File: src/cpu_isa_pkg.sv
`default_nettype none

package cpu_isa_pkg;

	// Instruction word field positions.
	localparam int F_CLASS_HI  = 31;
	localparam int F_CLASS_LO  = 30;
	localparam int F_OPC_HI    = 29;
	localparam int F_OPC_LO    = 25;
	localparam int F_RD_HI     = 24;
	localparam int F_RD_LO     = 21;
	localparam int F_RA_HI     = 20;
	localparam int F_RA_LO     = 17;
	localparam int F_RB_HI     = 16;
	localparam int F_RB_LO     = 13;
	localparam int F_OP2_RB    = 12;
	localparam int F_UPD_FLAGS = 11;
	localparam int F_UPD_CARRY = 10;
	localparam int F_COND_HI   = 9;
	localparam int F_COND_LO   = 7;
	localparam int F_MW_HI     = 8; // Memory width shares the condition field.
	localparam int F_MW_LO     = 7;
	localparam int F_IMM_HI    = 15;
	localparam int F_IMM_LO    = 0;

	typedef enum logic [4:0] {
		ALU_ADD   = 5'h00,
		ALU_ADDC  = 5'h01,
		ALU_SUB   = 5'h02,
		ALU_SUBC  = 5'h03,
		ALU_LSL   = 5'h04,
		ALU_LSR   = 5'h05,
		ALU_AND   = 5'h06,
		ALU_XOR   = 5'h07,
		ALU_BIC   = 5'h08,
		ALU_BST   = 5'h09,
		ALU_OR    = 5'h0a,
		ALU_COPYB = 5'h0b,
		ALU_CMP   = 5'h0c,
		ALU_MOVHI = 5'h0d,
		ALU_ASR   = 5'h0e,
		ALU_COPYA = 5'h0f
	} alu_opc_e;

	typedef enum logic [1:0] {
		CLASS_ARITH  = 2'b00,
		CLASS_BRANCH = 2'b01,
		CLASS_LOAD   = 2'b10,
		CLASS_STORE  = 2'b11
	} class_e;

	typedef enum logic [2:0] {
		COND_NEVER  = 3'b000,
		COND_NE     = 3'b001,
		COND_EQ     = 3'b010,
		COND_CC     = 3'b011,
		COND_CS     = 3'b100,
		COND_GT     = 3'b101,
		COND_LT     = 3'b110,
		COND_ALWAYS = 3'b111
	} branch_cond_e;

	typedef enum logic [1:0] {
		MEM_BYTE = 2'b00,
		MEM_HALF = 2'b01,
		MEM_WORD = 2'b10
	} mem_width_e;

endpackage

`default_nettype wire

File: src/cpu_pipe_pkg.sv
`default_nettype none

package cpu_pipe_pkg;

	localparam int DMEM_WORDS = 64;

	// Decode to execute.
	typedef struct packed {
		logic                       valid;
		logic [31:0]                ra_val;
		logic [31:0]                rb_val;
		logic [31:0]                imm32;
		logic [31:0]                pc_plus_4;
		logic [3:0]                 rd;
		logic                       update_rd;
		cpu_isa_pkg::alu_opc_e      alu_opc;
		logic                       op1_is_pc;
		logic                       op2_is_rb;
		cpu_isa_pkg::class_e        iclass;
		cpu_isa_pkg::branch_cond_e  cond;
		cpu_isa_pkg::mem_width_e    mem_width;
		logic                       is_call;
		logic                       update_flags;
		logic                       update_carry;
	} dec_to_exec_t;

	// Execute to memory/writeback.
	typedef struct packed {
		logic                       valid;
		logic [3:0]                 rd;
		logic                       update_rd;
		logic                       is_load;
		logic                       is_store;
		cpu_isa_pkg::mem_width_e    mem_width;
		logic [31:0]                mar;
		logic [31:0]                mdr;
		logic [31:0]                wr_val;
	} exec_to_mem_t;

	typedef struct packed {
		logic                       valid;
		logic [3:0]                 rd;
		logic [31:0]                value;
	} wb_t;

endpackage

`default_nettype wire

File: src/cpu_core.sv
`timescale 1ns/1ns
`default_nettype none

module cpu_core (
	input  logic               clk,
	input  logic               rst,
	input  logic               i_valid,
	input  logic [31:0]        i_instr,
	input  logic [31:0]        i_pc_plus_4,
	output logic               o_branch_taken,
	output logic [31:0]        o_branch_target,
	output cpu_pipe_pkg::wb_t  o_wb
);

	import cpu_pipe_pkg::*;

	logic [3:0]   ra_sel;
	logic [3:0]   rb_sel;
	logic [31:0]  ra_val;
	logic [31:0]  rb_val;
	dec_to_exec_t dec;
	exec_to_mem_t mem;

	cpu_regfile cpu_regfile_inst (
		.clk      (clk),
		.rst      (rst),
		.i_ra_sel (ra_sel),
		.i_rb_sel (rb_sel),
		.o_ra_val (ra_val),
		.o_rb_val (rb_val),
		.i_wb     (o_wb)
	);

	cpu_decode cpu_decode_inst (
		.clk         (clk),
		.rst         (rst),
		.i_valid     (i_valid),
		.i_instr     (i_instr),
		.i_pc_plus_4 (i_pc_plus_4),
		.o_ra_sel    (ra_sel),
		.o_rb_sel    (rb_sel),
		.i_ra_val    (ra_val),
		.i_rb_val    (rb_val),
		.o_dec       (dec)
	);

	cpu_exec cpu_exec_inst (
		.clk             (clk),
		.rst             (rst),
		.i_dec           (dec),
		.o_mem           (mem),
		.o_branch_taken  (o_branch_taken),
		.o_branch_target (o_branch_target)
	);

	// Writeback also feeds the register file write port.
	cpu_mem_wb cpu_mem_wb_inst (
		.clk   (clk),
		.rst   (rst),
		.i_mem (mem),
		.o_wb  (o_wb)
	);

endmodule

`default_nettype wire

File: src/cpu_decode.sv
`timescale 1ns/1ns
`default_nettype none

module cpu_decode (
	input  logic                        clk,
	input  logic                        rst,
	input  logic                        i_valid,
	input  logic [31:0]                 i_instr,
	input  logic [31:0]                 i_pc_plus_4,
	output logic [3:0]                  o_ra_sel,
	output logic [3:0]                  o_rb_sel,
	input  logic [31:0]                 i_ra_val,
	input  logic [31:0]                 i_rb_val,
	output cpu_pipe_pkg::dec_to_exec_t  o_dec
);

	import cpu_isa_pkg::*;
	import cpu_pipe_pkg::*;

	dec_to_exec_t dec_next;
	class_e       iclass;
	alu_opc_e     alu_opc;
	logic [3:0]   rd;
	logic         is_call;

	assign iclass   = class_e'(i_instr[F_CLASS_HI:F_CLASS_LO]);
	assign alu_opc  = alu_opc_e'(i_instr[F_OPC_HI:F_OPC_LO]);
	assign rd       = i_instr[F_RD_HI:F_RD_LO];
	assign is_call  = iclass == CLASS_BRANCH && rd != 4'd0;
	assign o_ra_sel = i_instr[F_RA_HI:F_RA_LO];
	assign o_rb_sel = i_instr[F_RB_HI:F_RB_LO];

	always_comb begin
		dec_next.valid        = i_valid;
		dec_next.ra_val       = i_ra_val;
		dec_next.rb_val       = i_rb_val;
		dec_next.imm32        = {{16{i_instr[F_IMM_HI]}}, i_instr[F_IMM_HI:F_IMM_LO]};
		dec_next.pc_plus_4    = i_pc_plus_4;
		dec_next.rd           = rd;
		dec_next.update_rd    = (iclass == CLASS_ARITH && alu_opc != ALU_CMP) ||
			iclass == CLASS_LOAD || is_call;
		dec_next.alu_opc      = alu_opc;
		dec_next.op1_is_pc    = iclass == CLASS_BRANCH; // Branch targets are pc relative.
		dec_next.op2_is_rb    = i_instr[F_OP2_RB];
		dec_next.iclass       = iclass;
		dec_next.cond         = branch_cond_e'(i_instr[F_COND_HI:F_COND_LO]);
		dec_next.mem_width    = mem_width_e'(i_instr[F_MW_HI:F_MW_LO]);
		dec_next.is_call      = is_call;
		dec_next.update_flags = i_instr[F_UPD_FLAGS];
		dec_next.update_carry = i_instr[F_UPD_CARRY];
	end

	always_ff @(posedge clk) begin
		o_dec <= dec_next;
		if (rst)
			o_dec.valid <= 1'b0;
	end

	a_class_known: assert property (@(posedge clk) disable iff (rst)
		i_valid |-> !$isunknown(i_instr[F_CLASS_HI:F_CLASS_LO]));

endmodule

`default_nettype wire

File: src/cpu_exec.sv
`timescale 1ns/1ns
`default_nettype none

module cpu_exec (
	input  logic                        clk,
	input  logic                        rst,
	input  cpu_pipe_pkg::dec_to_exec_t  i_dec,
	output cpu_pipe_pkg::exec_to_mem_t  o_mem,
	output logic                        o_branch_taken,
	output logic [31:0]                 o_branch_target
);

	import cpu_isa_pkg::*;
	import cpu_pipe_pkg::*;

	logic [31:0]  op1;
	logic [31:0]  op2;
	logic [31:0]  alu_q;
	logic         alu_c;
	logic         alu_n;
	logic         alu_o;
	logic         alu_z;
	logic         z_flag;
	logic         c_flag;
	logic         n_flag;
	logic         o_flag;
	logic         cond_met;
	logic         is_load;
	logic         is_store;
	exec_to_mem_t mem_next;

	assign op1   = i_dec.op1_is_pc ? i_dec.pc_plus_4 : i_dec.ra_val;
	assign op2   = i_dec.op2_is_rb ? i_dec.rb_val : i_dec.imm32;
	assign alu_z = op1 == op2;

	assign is_load  = i_dec.iclass == CLASS_LOAD;
	assign is_store = i_dec.iclass == CLASS_STORE;

	always_comb begin
		alu_q = '0;
		alu_c = 1'b0;
		alu_n = 1'b0;
		alu_o = 1'b0;

		case (i_dec.alu_opc)
		ALU_ADD:   {alu_c, alu_q} = {1'b0, op1} + {1'b0, op2};
		ALU_ADDC:  {alu_c, alu_q} = {1'b0, op1} + {1'b0, op2} + {32'b0, c_flag};
		ALU_SUB:   {alu_c, alu_q} = {1'b0, op1} - {1'b0, op2};
		ALU_SUBC:  {alu_c, alu_q} = {1'b0, op1} - {1'b0, op2} - {32'b0, c_flag};
		ALU_LSL:   {alu_c, alu_q} = {1'b0, op1} << op2[4:0]; // Carry gets the last bit out.
		ALU_LSR:   alu_q = op1 >> op2[4:0];
		ALU_AND:   alu_q = op1 & op2;
		ALU_XOR:   alu_q = op1 ^ op2;
		ALU_BIC:   alu_q = op1 & ~(32'd1 << op2[4:0]);
		ALU_BST:   alu_q = op1 | (32'd1 << op2[4:0]);
		ALU_OR:    alu_q = op1 | op2;
		ALU_COPYB: alu_q = op2;
		ALU_CMP: begin
			{alu_c, alu_q} = {1'b0, op1} - {1'b0, op2};
			// Signed overflow of op1 - op2.
			alu_o = (op1[31] ^ op2[31]) && (alu_q[31] == op2[31]);
			alu_n = alu_q[31];
		end
		ALU_MOVHI: alu_q = op1 | {16'b0, op2[15:0]};
		ALU_ASR:   alu_q = $signed(op1) >>> op2[4:0];
		ALU_COPYA: alu_q = op1;
		default:   alu_q = '0;
		endcase
	end

	always_comb begin
		case (i_dec.cond)
		COND_NEVER:  cond_met = 1'b0;
		COND_NE:     cond_met = !z_flag;
		COND_EQ:     cond_met = z_flag;
		COND_CC:     cond_met = !c_flag;
		COND_CS:     cond_met = c_flag;
		COND_GT:     cond_met = !z_flag && (n_flag == o_flag);
		COND_LT:     cond_met = n_flag != o_flag;
		COND_ALWAYS: cond_met = 1'b1;
		default:     cond_met = 1'b0;
		endcase
	end

	// Flags only move for valid instructions that ask for it.
	always_ff @(posedge clk) begin
		if (rst) begin
			z_flag <= 1'b0;
			c_flag <= 1'b0;
			n_flag <= 1'b0;
			o_flag <= 1'b0;
		end else if (i_dec.valid) begin
			if (i_dec.update_flags) begin
				z_flag <= alu_z;
				n_flag <= alu_n;
				o_flag <= alu_o;
			end
			if (i_dec.update_carry)
				c_flag <= alu_c;
		end
	end

	always_ff @(posedge clk) begin
		if (rst)
			o_branch_taken <= 1'b0;
		else
			o_branch_taken <= i_dec.valid && i_dec.iclass == CLASS_BRANCH && cond_met;
		o_branch_target <= alu_q; // pc_plus_4 + imm32.
	end

	always_comb begin
		mem_next.valid     = i_dec.valid;
		mem_next.rd        = i_dec.rd;
		mem_next.update_rd = i_dec.update_rd;
		mem_next.is_load   = is_load;
		mem_next.is_store  = is_store;
		mem_next.mem_width = (is_load || is_store) ? i_dec.mem_width : o_mem.mem_width;
		mem_next.mar       = (is_load || is_store) ? alu_q : o_mem.mar;
		mem_next.mdr       = is_store ? i_dec.rb_val : o_mem.mdr;
		mem_next.wr_val    = i_dec.is_call ? i_dec.pc_plus_4 : is_store ? op2 : alu_q;
	end

	always_ff @(posedge clk) begin
		o_mem <= mem_next;
		if (rst)
			o_mem.valid <= 1'b0;
	end

	a_mem_width_legal: assert property (@(posedge clk) disable iff (rst)
		o_mem.valid && (o_mem.is_load || o_mem.is_store) |-> o_mem.mem_width != 2'b11);

endmodule

`default_nettype wire

File: src/cpu_mem_wb.sv
`timescale 1ns/1ns
`default_nettype none

module cpu_mem_wb (
	input  logic                        clk,
	input  logic                        rst,
	input  cpu_pipe_pkg::exec_to_mem_t  i_mem,
	output cpu_pipe_pkg::wb_t           o_wb
);

	import cpu_isa_pkg::*;
	import cpu_pipe_pkg::*;

	logic [31:0]                     dmem [DMEM_WORDS];
	logic [$clog2(DMEM_WORDS)-1:0]   word_addr;
	logic [31:0]                     rd_word;
	logic [31:0]                     load_val;
	wb_t                             wb_next;

	assign word_addr = i_mem.mar[$clog2(DMEM_WORDS)+1:2];
	assign rd_word   = dmem[word_addr];

	always_ff @(posedge clk) begin
		if (i_mem.valid && i_mem.is_store) begin
			case (i_mem.mem_width)
			MEM_BYTE: dmem[word_addr][{i_mem.mar[1:0], 3'b000} +: 8] <= i_mem.mdr[7:0];
			MEM_HALF: dmem[word_addr][{i_mem.mar[1], 4'b0000} +: 16] <= i_mem.mdr[15:0];
			MEM_WORD: dmem[word_addr] <= i_mem.mdr;
			default:  ;
			endcase
		end
	end

	// Loads return the addressed lane, zero extended.
	always_comb begin
		case (i_mem.mem_width)
		MEM_BYTE: load_val = {24'b0, rd_word[{i_mem.mar[1:0], 3'b000} +: 8]};
		MEM_HALF: load_val = {16'b0, rd_word[{i_mem.mar[1], 4'b0000} +: 16]};
		default:  load_val = rd_word;
		endcase
	end

	always_comb begin
		wb_next.valid = i_mem.valid && i_mem.update_rd;
		wb_next.rd    = i_mem.rd;
		wb_next.value = i_mem.is_load ? load_val : i_mem.wr_val;
	end

	always_ff @(posedge clk) begin
		o_wb <= wb_next;
		if (rst)
			o_wb.valid <= 1'b0;
	end

endmodule

`default_nettype wire

File: src/cpu_regfile.sv
`timescale 1ns/1ns
`default_nettype none

module cpu_regfile (
	input  logic               clk,
	input  logic               rst,
	input  logic [3:0]         i_ra_sel,
	input  logic [3:0]         i_rb_sel,
	output logic [31:0]        o_ra_val,
	output logic [31:0]        o_rb_val,
	input  cpu_pipe_pkg::wb_t  i_wb
);

	logic [31:0] regs [16];

	// A read in the writeback cycle sees the value being written.
	always_comb begin
		if (i_ra_sel == 4'd0)
			o_ra_val = '0;
		else if (i_wb.valid && i_wb.rd == i_ra_sel)
			o_ra_val = i_wb.value;
		else
			o_ra_val = regs[i_ra_sel];

		if (i_rb_sel == 4'd0)
			o_rb_val = '0;
		else if (i_wb.valid && i_wb.rd == i_rb_sel)
			o_rb_val = i_wb.value;
		else
			o_rb_val = regs[i_rb_sel];
	end

	always_ff @(posedge clk) begin
		if (i_wb.valid && i_wb.rd != 4'd0)
			regs[i_wb.rd] <= i_wb.value;
	end

	a_wb_rd_known: assert property (@(posedge clk) disable iff (rst)
		i_wb.valid |-> !$isunknown(i_wb.rd));

endmodule

`default_nettype wire

File: config.mk
export PLATFORM = sky130hd
export DESIGN_NAME = cpu_core
export DESIGN_NICKNAME = d
export VERILOG_FILES = /design/src/cpu_isa_pkg.sv /design/src/cpu_pipe_pkg.sv /design/src/cpu_core.sv /design/src/cpu_decode.sv /design/src/cpu_exec.sv /design/src/cpu_mem_wb.sv /design/src/cpu_regfile.sv
export SDC_FILE = /design/constraint.sdc
export NUM_CORES = 2
export LEC_CHECK = 0
export BUFFER_PORTS_ARGS = -buffer_cell sky130_fd_sc_hd__clkbuf_2
export CORE_MARGIN = 2
export CORE_UTILIZATION = 38
export CTS_CLUSTER_SIZE = 8
export DETAILED_ROUTE_END_ITERATION = 16
export HOLD_SLACK_MARGIN = 0.08
export PLACE_DENSITY_LB_ADDON = 0.12
export RECOVER_POWER = 50
export SLEW_MARGIN = 25
export SYNTH_ARGS = -nofsm -noshare
export SYNTH_HDL_FRONTEND = slang
export SYNTH_SLANG_ARGS = --single-unit
File: constraint.sdc
create_clock -name clk -period 6.55 [get_ports clk]
set_input_delay 0.3275 -clock clk [delete_from_list [all_inputs] [get_ports clk]]
set_output_delay 0.3275 -clock clk [all_outputs]
set_load 0.005 [all_outputs]
# [Word level (Yosys, flattened, before mapping)]
# Memory sizes are Yosys's and may differ from the RTL's. A register that Yosys moved wholly into a read port is not among the register bits.
# Index checks and enable logic that the tools add are counted.
[word_totals] register_bits=227 mem_bits_rw=2560 output_inout_bits=70 elab_cells=268 n_memories=2
[memory_table] name="cpu_mem_wb_inst.dmem" depth=64 width=32 read_ports=1 rd_ports_with_merged_regs=1 write_ports=1 line="cpu_mem_wb.sv:14" text="logic [31:0] dmem [DMEM_WORDS];"
[memory_table] name="cpu_regfile_inst.regs" depth=16 width=32 read_ports=2 rd_ports_with_merged_regs=2 write_ports=1 line="cpu_regfile.sv:14" text="logic [31:0] regs [16];"
[op_classes] addsub=6 eq_ne=34 shift=10 muxes=87 n_bitwise=72 reduce_logical=25
[ops] operator="32-bit one-hot mux with 15 select lines" n=1
[ops] operator="32-bit 2-to-1 mux" n=7
[ops] operator="1-bit 2-to-1 mux" n=75
[ops] operator="32-bit bitwise AND" n=2
[ops] operator="1-bit OR" n=64
[ops] operator="32-bit OR" n=2
[ops] operator="32-bit one-hot mux with 2 select lines" n=1
[ops] operator="5-bit by 4-bit equality test with 1-bit output, second input constant" n=8
[ops] operator="32-bit by 32-bit adder with 33-bit output" n=1
[ops] operator="33-bit by 1-bit adder with 33-bit output" n=1
[ops] operator="32-bit by 5-bit << shifter with 33-bit output" n=1
[ops] operator="32-bit by 32-bit subtractor with 33-bit output" n=1
[ops] operator="33-bit by 1-bit subtractor with 33-bit output" n=1
[ops] operator="32-bit equality test" n=1
[ops] operator="32-bit inverter" n=1
[ops] operator="32-bit by 16-bit OR with 32-bit output" n=1
[ops] operator="16-bit by 7-bit variable shift with 32-bit output, first input constant" n=1
[ops] operator="8-bit by 7-bit variable shift with 32-bit output, first input constant" n=1
[ops] operator="16-bit by 7-bit variable part select with 32-bit output" n=1
[ops] operator="32-bit by 6-bit variable part select with 16-bit output" n=1
[ops] operator="32-bit by 6-bit variable part select with 8-bit output" n=1
[ops] operator="8-bit by 7-bit variable part select with 32-bit output" n=1
[ops] operator="1-bit by 5-bit << shifter with 32-bit output, first input constant" n=1
[ops] operator="32-bit by 5-bit right shift with 32-bit output" n=1
[ops] operator="other kinds (28)" n=58

# [Longest topological paths before layout]
[depth] word_depth=7 depth_mapped=20 ltp_nobuf=16

# [Modules after synthesis]
# A second synthesis with hierarchy kept.
[hier_totals] cells_unflattened=8378 hier_area_um2=124987.4
[modules_own_cells] module="cpu_mem_wb" n_inst=1 cells_per_inst=4693 area_each_um2=80755.0
[modules_own_cells] module="cpu_regfile" n_inst=1 cells_per_inst=1183 area_each_um2=23794.1
[modules_own_cells] module="cpu_exec" n_inst=1 cells_per_inst=2337 area_each_um2=17608.1
[modules_own_cells] module="cpu_decode" n_inst=1 cells_per_inst=165 area_each_um2=2830.2

# [Worst setup path before layout]
# Ideal clock, no wire load.
[synth_path] path_kind="flip-flop to flip-flop" from="reg cpu_decode_inst.o_dec[66] in the netlist's numbering" to="reg cpu_exec_inst.c_flag" setup_ns=0.120 t_arrival_ns=5.376 slack_ns=1.054 stages_incl_launch_ff=19 path_cell_list="dfxtp_1 > buf_4 > mux2i_1 > clkbuf_1 > clkbuf_1 > clkbuf_1 > ha_1 > buf_4 > o211ai_2 > o211ai_2 > a32o_2 > or3_4 > a211o_1 > a2111oi_2 > or4b_4 > nor4_2 > xor2_1 > nor2_1 > o31a_1"
[synth_between] elab_chain_len=4 elab_cells_between_ends=6 classes_between="add/sub: 4; mux: 2"
[synth_lines] item="start: declaration" line="cpu_decode.sv:14" text="output cpu_pipe_pkg::dec_to_exec_t o_dec"
[synth_lines] item="start signal: assignment" line="cpu_decode.sv:54" text="o_dec <= dec_next;"
[synth_lines] item="32-bit 2-to-1 mux *" line="cpu_exec.sv:33" text="assign op2 = i_dec.op2_is_rb ? i_dec.rb_val : i_dec.imm32;"
[synth_lines] item="32-bit by 32-bit subtractor with 33-bit output / 32-bit by 32-bit adder with 33-bit output (equally long branches)"
[synth_lines] item="33-bit by 1-bit subtractor with 33-bit output / 33-bit by 1-bit adder with 33-bit output (equally long branches)" line="cpu_exec.sv:49, cpu_exec.sv:47"
[synth_lines] item="1-bit one-hot mux with 5 select lines *" line="cpu_exec.sv:45" text="case (i_dec.alu_opc)"
[synth_lines] item="end signal: assignment" line="cpu_exec.sv:99" text="c_flag <= alu_c;"
[synth_lines] item="end: declaration" line="cpu_exec.sv:24" text="logic c_flag;"
# Mark *: on every way between the ends. The rest lies on a longest branch, timed or not.
# A chain may end at the register's enable or synchronous reset.

==> flow_summary.ini <==
[placement]
dpl.hpwl_microns = 292500
dpl_cell_area_sq_um = 131200
numPortBuffers = 136
place.gp.congestion = 1.052

[yosys]
synth_flop_cell = edfxtp_1
netlist_area_sq_um = 124100
yosysWarnings = 0
synth_edf_count = 2602
syn_avg_cell_area_sq_um = 17.54
ys_seq_area_share_pct = 66.94
ys_ff_latch = 2849
ys_async_sr_fraction_pct = 0
yosysUniqueCellTypes = 111
synth_cells = 7076

[grt]
grt_pass1_vias = 72976
gr-usage-all-layers_pct = 26.18
grt_max_degree = 111
antenna_found_initial = 34
overflow = 0
grt_pass1_wl_microns = 601700

[worst_hold_path]
hold_class = in -> reg
min-delay-start = i_instr[2]
holdPathStages = 2

[cells_and_area]
fin_util_pct = 44.01
final_cell_mix = edfxtp_1 (2,602), mux4_2 (989), nor2_1 (584), clkbuf_16 (404), nand2_1 (344)
drive_gt1_share_pct = 23.85
final_common_cell = edfxtp_1
fin_area_sq_um = 142800
syn_to_final_growth_pct = 15.07
fin_nets = 7707

[clock_network]
cts_buffers = 396
tritoncts = built
cts.sinks = 2849
h-tree-depth = 5
cts_resized = 0
clock_path_buffers = 4
cts-root-buf = clkbuf_16
clock_latency_ns = 0.96
cts.clk_slew.worst_paths_ns = 0.05

[sta]
worst_slew_pin_slew_ns = 3.640
finalCriticalPeriod_ns = 6.173
period_share_pct = 94.24
relSlewSlack_pct = -142.7
hold_viol_final = 0
report.final.slew_viol_count = 1612
skew_ns = 0.07420
rsz0062_at_grt = no
finalSetupViolCount = 0
tns_ns = 0
fmax_mhz = 162.0

[route]
drt-initial-drc-count = 7958
drt-wirelength-per-cell_microns = 36.43
drt_wl_total_microns = 438100
drc = 0
dr.pass1.iters = 10
final_antenna_net_count = 0
vias_per_cell = 6.039
vias = 72626

[worst_setup_path]
critPathCapture = cpu_exec_inst.o_mem[12]$_DFF_P_
cp-startpoint = cpu_decode_inst.o_dec[61]$_DFF_P_
reg2reg_from = cpu_decode_inst.o_dec[61]$_DFF_P_
ff2ff_path_depth = 13
required_ns = 7.19
r2r-end = cpu_exec_inst.o_mem[12]$_DFF_P_
r2r_slack_ns = 0.38
cp.arrival_ns = 6.81
start_kind = flop
cp-end-kind = flop
worst-path-max-fanout = 6
worst-setup-path-type = reg -> reg

[run_status]
outcome = finished with violations
violations = max-capacitance violations, max-slew violations

[floorplanning]
ios = 137
start_util_pct = 38.24
row_count = 209
dieArea_sq_um = 331200
dieWidth_microns = 575.5
coreArea_sq_um = 324500
chipHeight_microns = 575.5

[power_and_ir_drop]
p_leak_nw = 45.12
ir_drop_uv = 240.9
power_density_nw_per_um2 = 334.4

[job]
max_cap_viol_count = 40
registers in the layout, indices dropped and copies added, names as in the netlist, named ones only:
register	count
cpu_mem_wb_inst.dmem	2048
cpu_exec_inst.n_flag	1
cpu_exec_inst.c_flag	1
cpu_mem_wb_inst.o_wb	37
cpu_exec_inst.o_branch_target	32
cpu_regfile_inst.regs	512
cpu_exec_inst.z_flag	1
cpu_decode_inst.o_dec	127
cpu_exec_inst.o_flag	1
cpu_exec_inst.o_branch_taken	1
cpu_exec_inst.o_mem	82
where the power goes:
part / switching [mW] / internal, mW / total [mW]
clock: 7.51 / 11.0 / 18.6
sequential: 0.621 / 20.4 / 21.1
combinational: 5.13 / 3.00 / 8.13
total: 13.3 / 34.5 / 47.8
worst min path at each step:
stage                                        end
2_1_floorplan   cpu_exec_inst.o_mem[100]$_DFF_P_
3_3_place_gp    cpu_exec_inst.o_mem[100]$_DFF_P_
3_5_place_dp    cpu_exec_inst.o_mem[100]$_DFF_P_
4_1_cts        cpu_decode_inst.o_dec[56]$_DFF_P_
5_1_grt        cpu_decode_inst.o_dec[56]$_DFF_P_
6_report       cpu_decode_inst.o_dec[56]$_DFF_P_
final cells by class:
cell class	instances	area, sq um
multi-input combinational	3685	39300
clock inverter	22	375.4
sequential	2849	83100
timing repair buffer	488	3575
fill	28353	181700
antenna	25	62.56
tap	4325	5411
inverter	126	473.0
clock buffer	507	10520
per-stage QoR:
step / hold slack, ns / setup WS (ns) / cells / total power, mW
2_1_floorplan: 0.3096 / 1.054 / 7107 / 25.86
3_3_place_gp: 0.3177 / 0.6442 / 11365 / 29.46
3_5_place_dp: 0.3128 / 0.6777 / 11365 / 29.46
4_1_cts: 0.08392 / 0.6296 / 11997 / 48.12
5_1_grt: 0.1645 / 0.2350 / 12005 / 49.23
6_report: 0.1809 / 0.3773 / 12027 / 47.75
cell usage after synthesis (all sizes together) (33+ instances only):
cell / instances / area [sq um]
nor2: 598 / 2250
nand2: 350 / 1314
mux4: 989 / 22270
xnor2: 71 / 621.9
dfxtp: 247 / 4945
edfxtp: 2602 / 78130
nand4: 33 / 234.0
nand3: 55 / 290.3
o21ai: 233 / 1166
o221ai: 41 / 359.1
inv: 122 / 457.9
o211ai: 50 / 385.4
a21oi: 212 / 1091
clkbuf: 314 / 1179
ha: 92 / 1151
nor3: 64 / 320.3
buf: 133 / 571.8
a211oi: 51 / 405.4
nor2b: 39 / 244.0
o22ai: 34 / 212.7
mux2i: 203 / 2044
cell families after synthesis:
| group | after synthesis | synth area share [%] |
|---|---|---|
| AOI/OAI and AO/OA | 912 | 4.923 |
| xor gates and xnor gates | 90 | 0.6351 |
| buffers and inverters | 573 | 1.791 |
| other | 1 | 0.003022 |
| adders and majority gates | 94 | 0.9598 |
| muxes | 1221 | 19.86 |
| DFF | 2849 | 66.94 |
| and+or+nand+nor | 1336 | 4.890 |
routing by layer:
| metal | vias to the layer above | share of wire (%) | GRT usage [%] |
|---|---|---|---|
| met5 | - | 0.029 | 0 |
| li1 | 29677 | - | - |
| met4 | 18 | 5.2 | 12.07 |
| met1 | 38851 | 41 | 34.77 |
| met3 | 852 | 7.3 | 5.168 |
| met2 | 3228 | 47 | 41.64 |
worst max-delay path, cell delays in order, from the launching register on:
cell and delay [ns]:
dfxtp_1 0.30, clkbuf_1 0.89, mux2i_1 0.48, ha_1 0.46, nor4_1 0.68, o21ai_0 0.24
a211oi_1 0.45, nand4_2 0.31, nor3_1 0.34, xor2_1 0.12, a21oi_1 0.18, o211ai_1 0.15
o21ai_0 0.77, o21ai_0 0.49
what timing repair did:
item / 4_1_cts / 5_1_grt
endpoints found under the hold margin: 67 / 0
buffers inserted: 0 / 0
hold buffers: 103 / 0
Note: power is estimated with default switching activity, not from simulation.
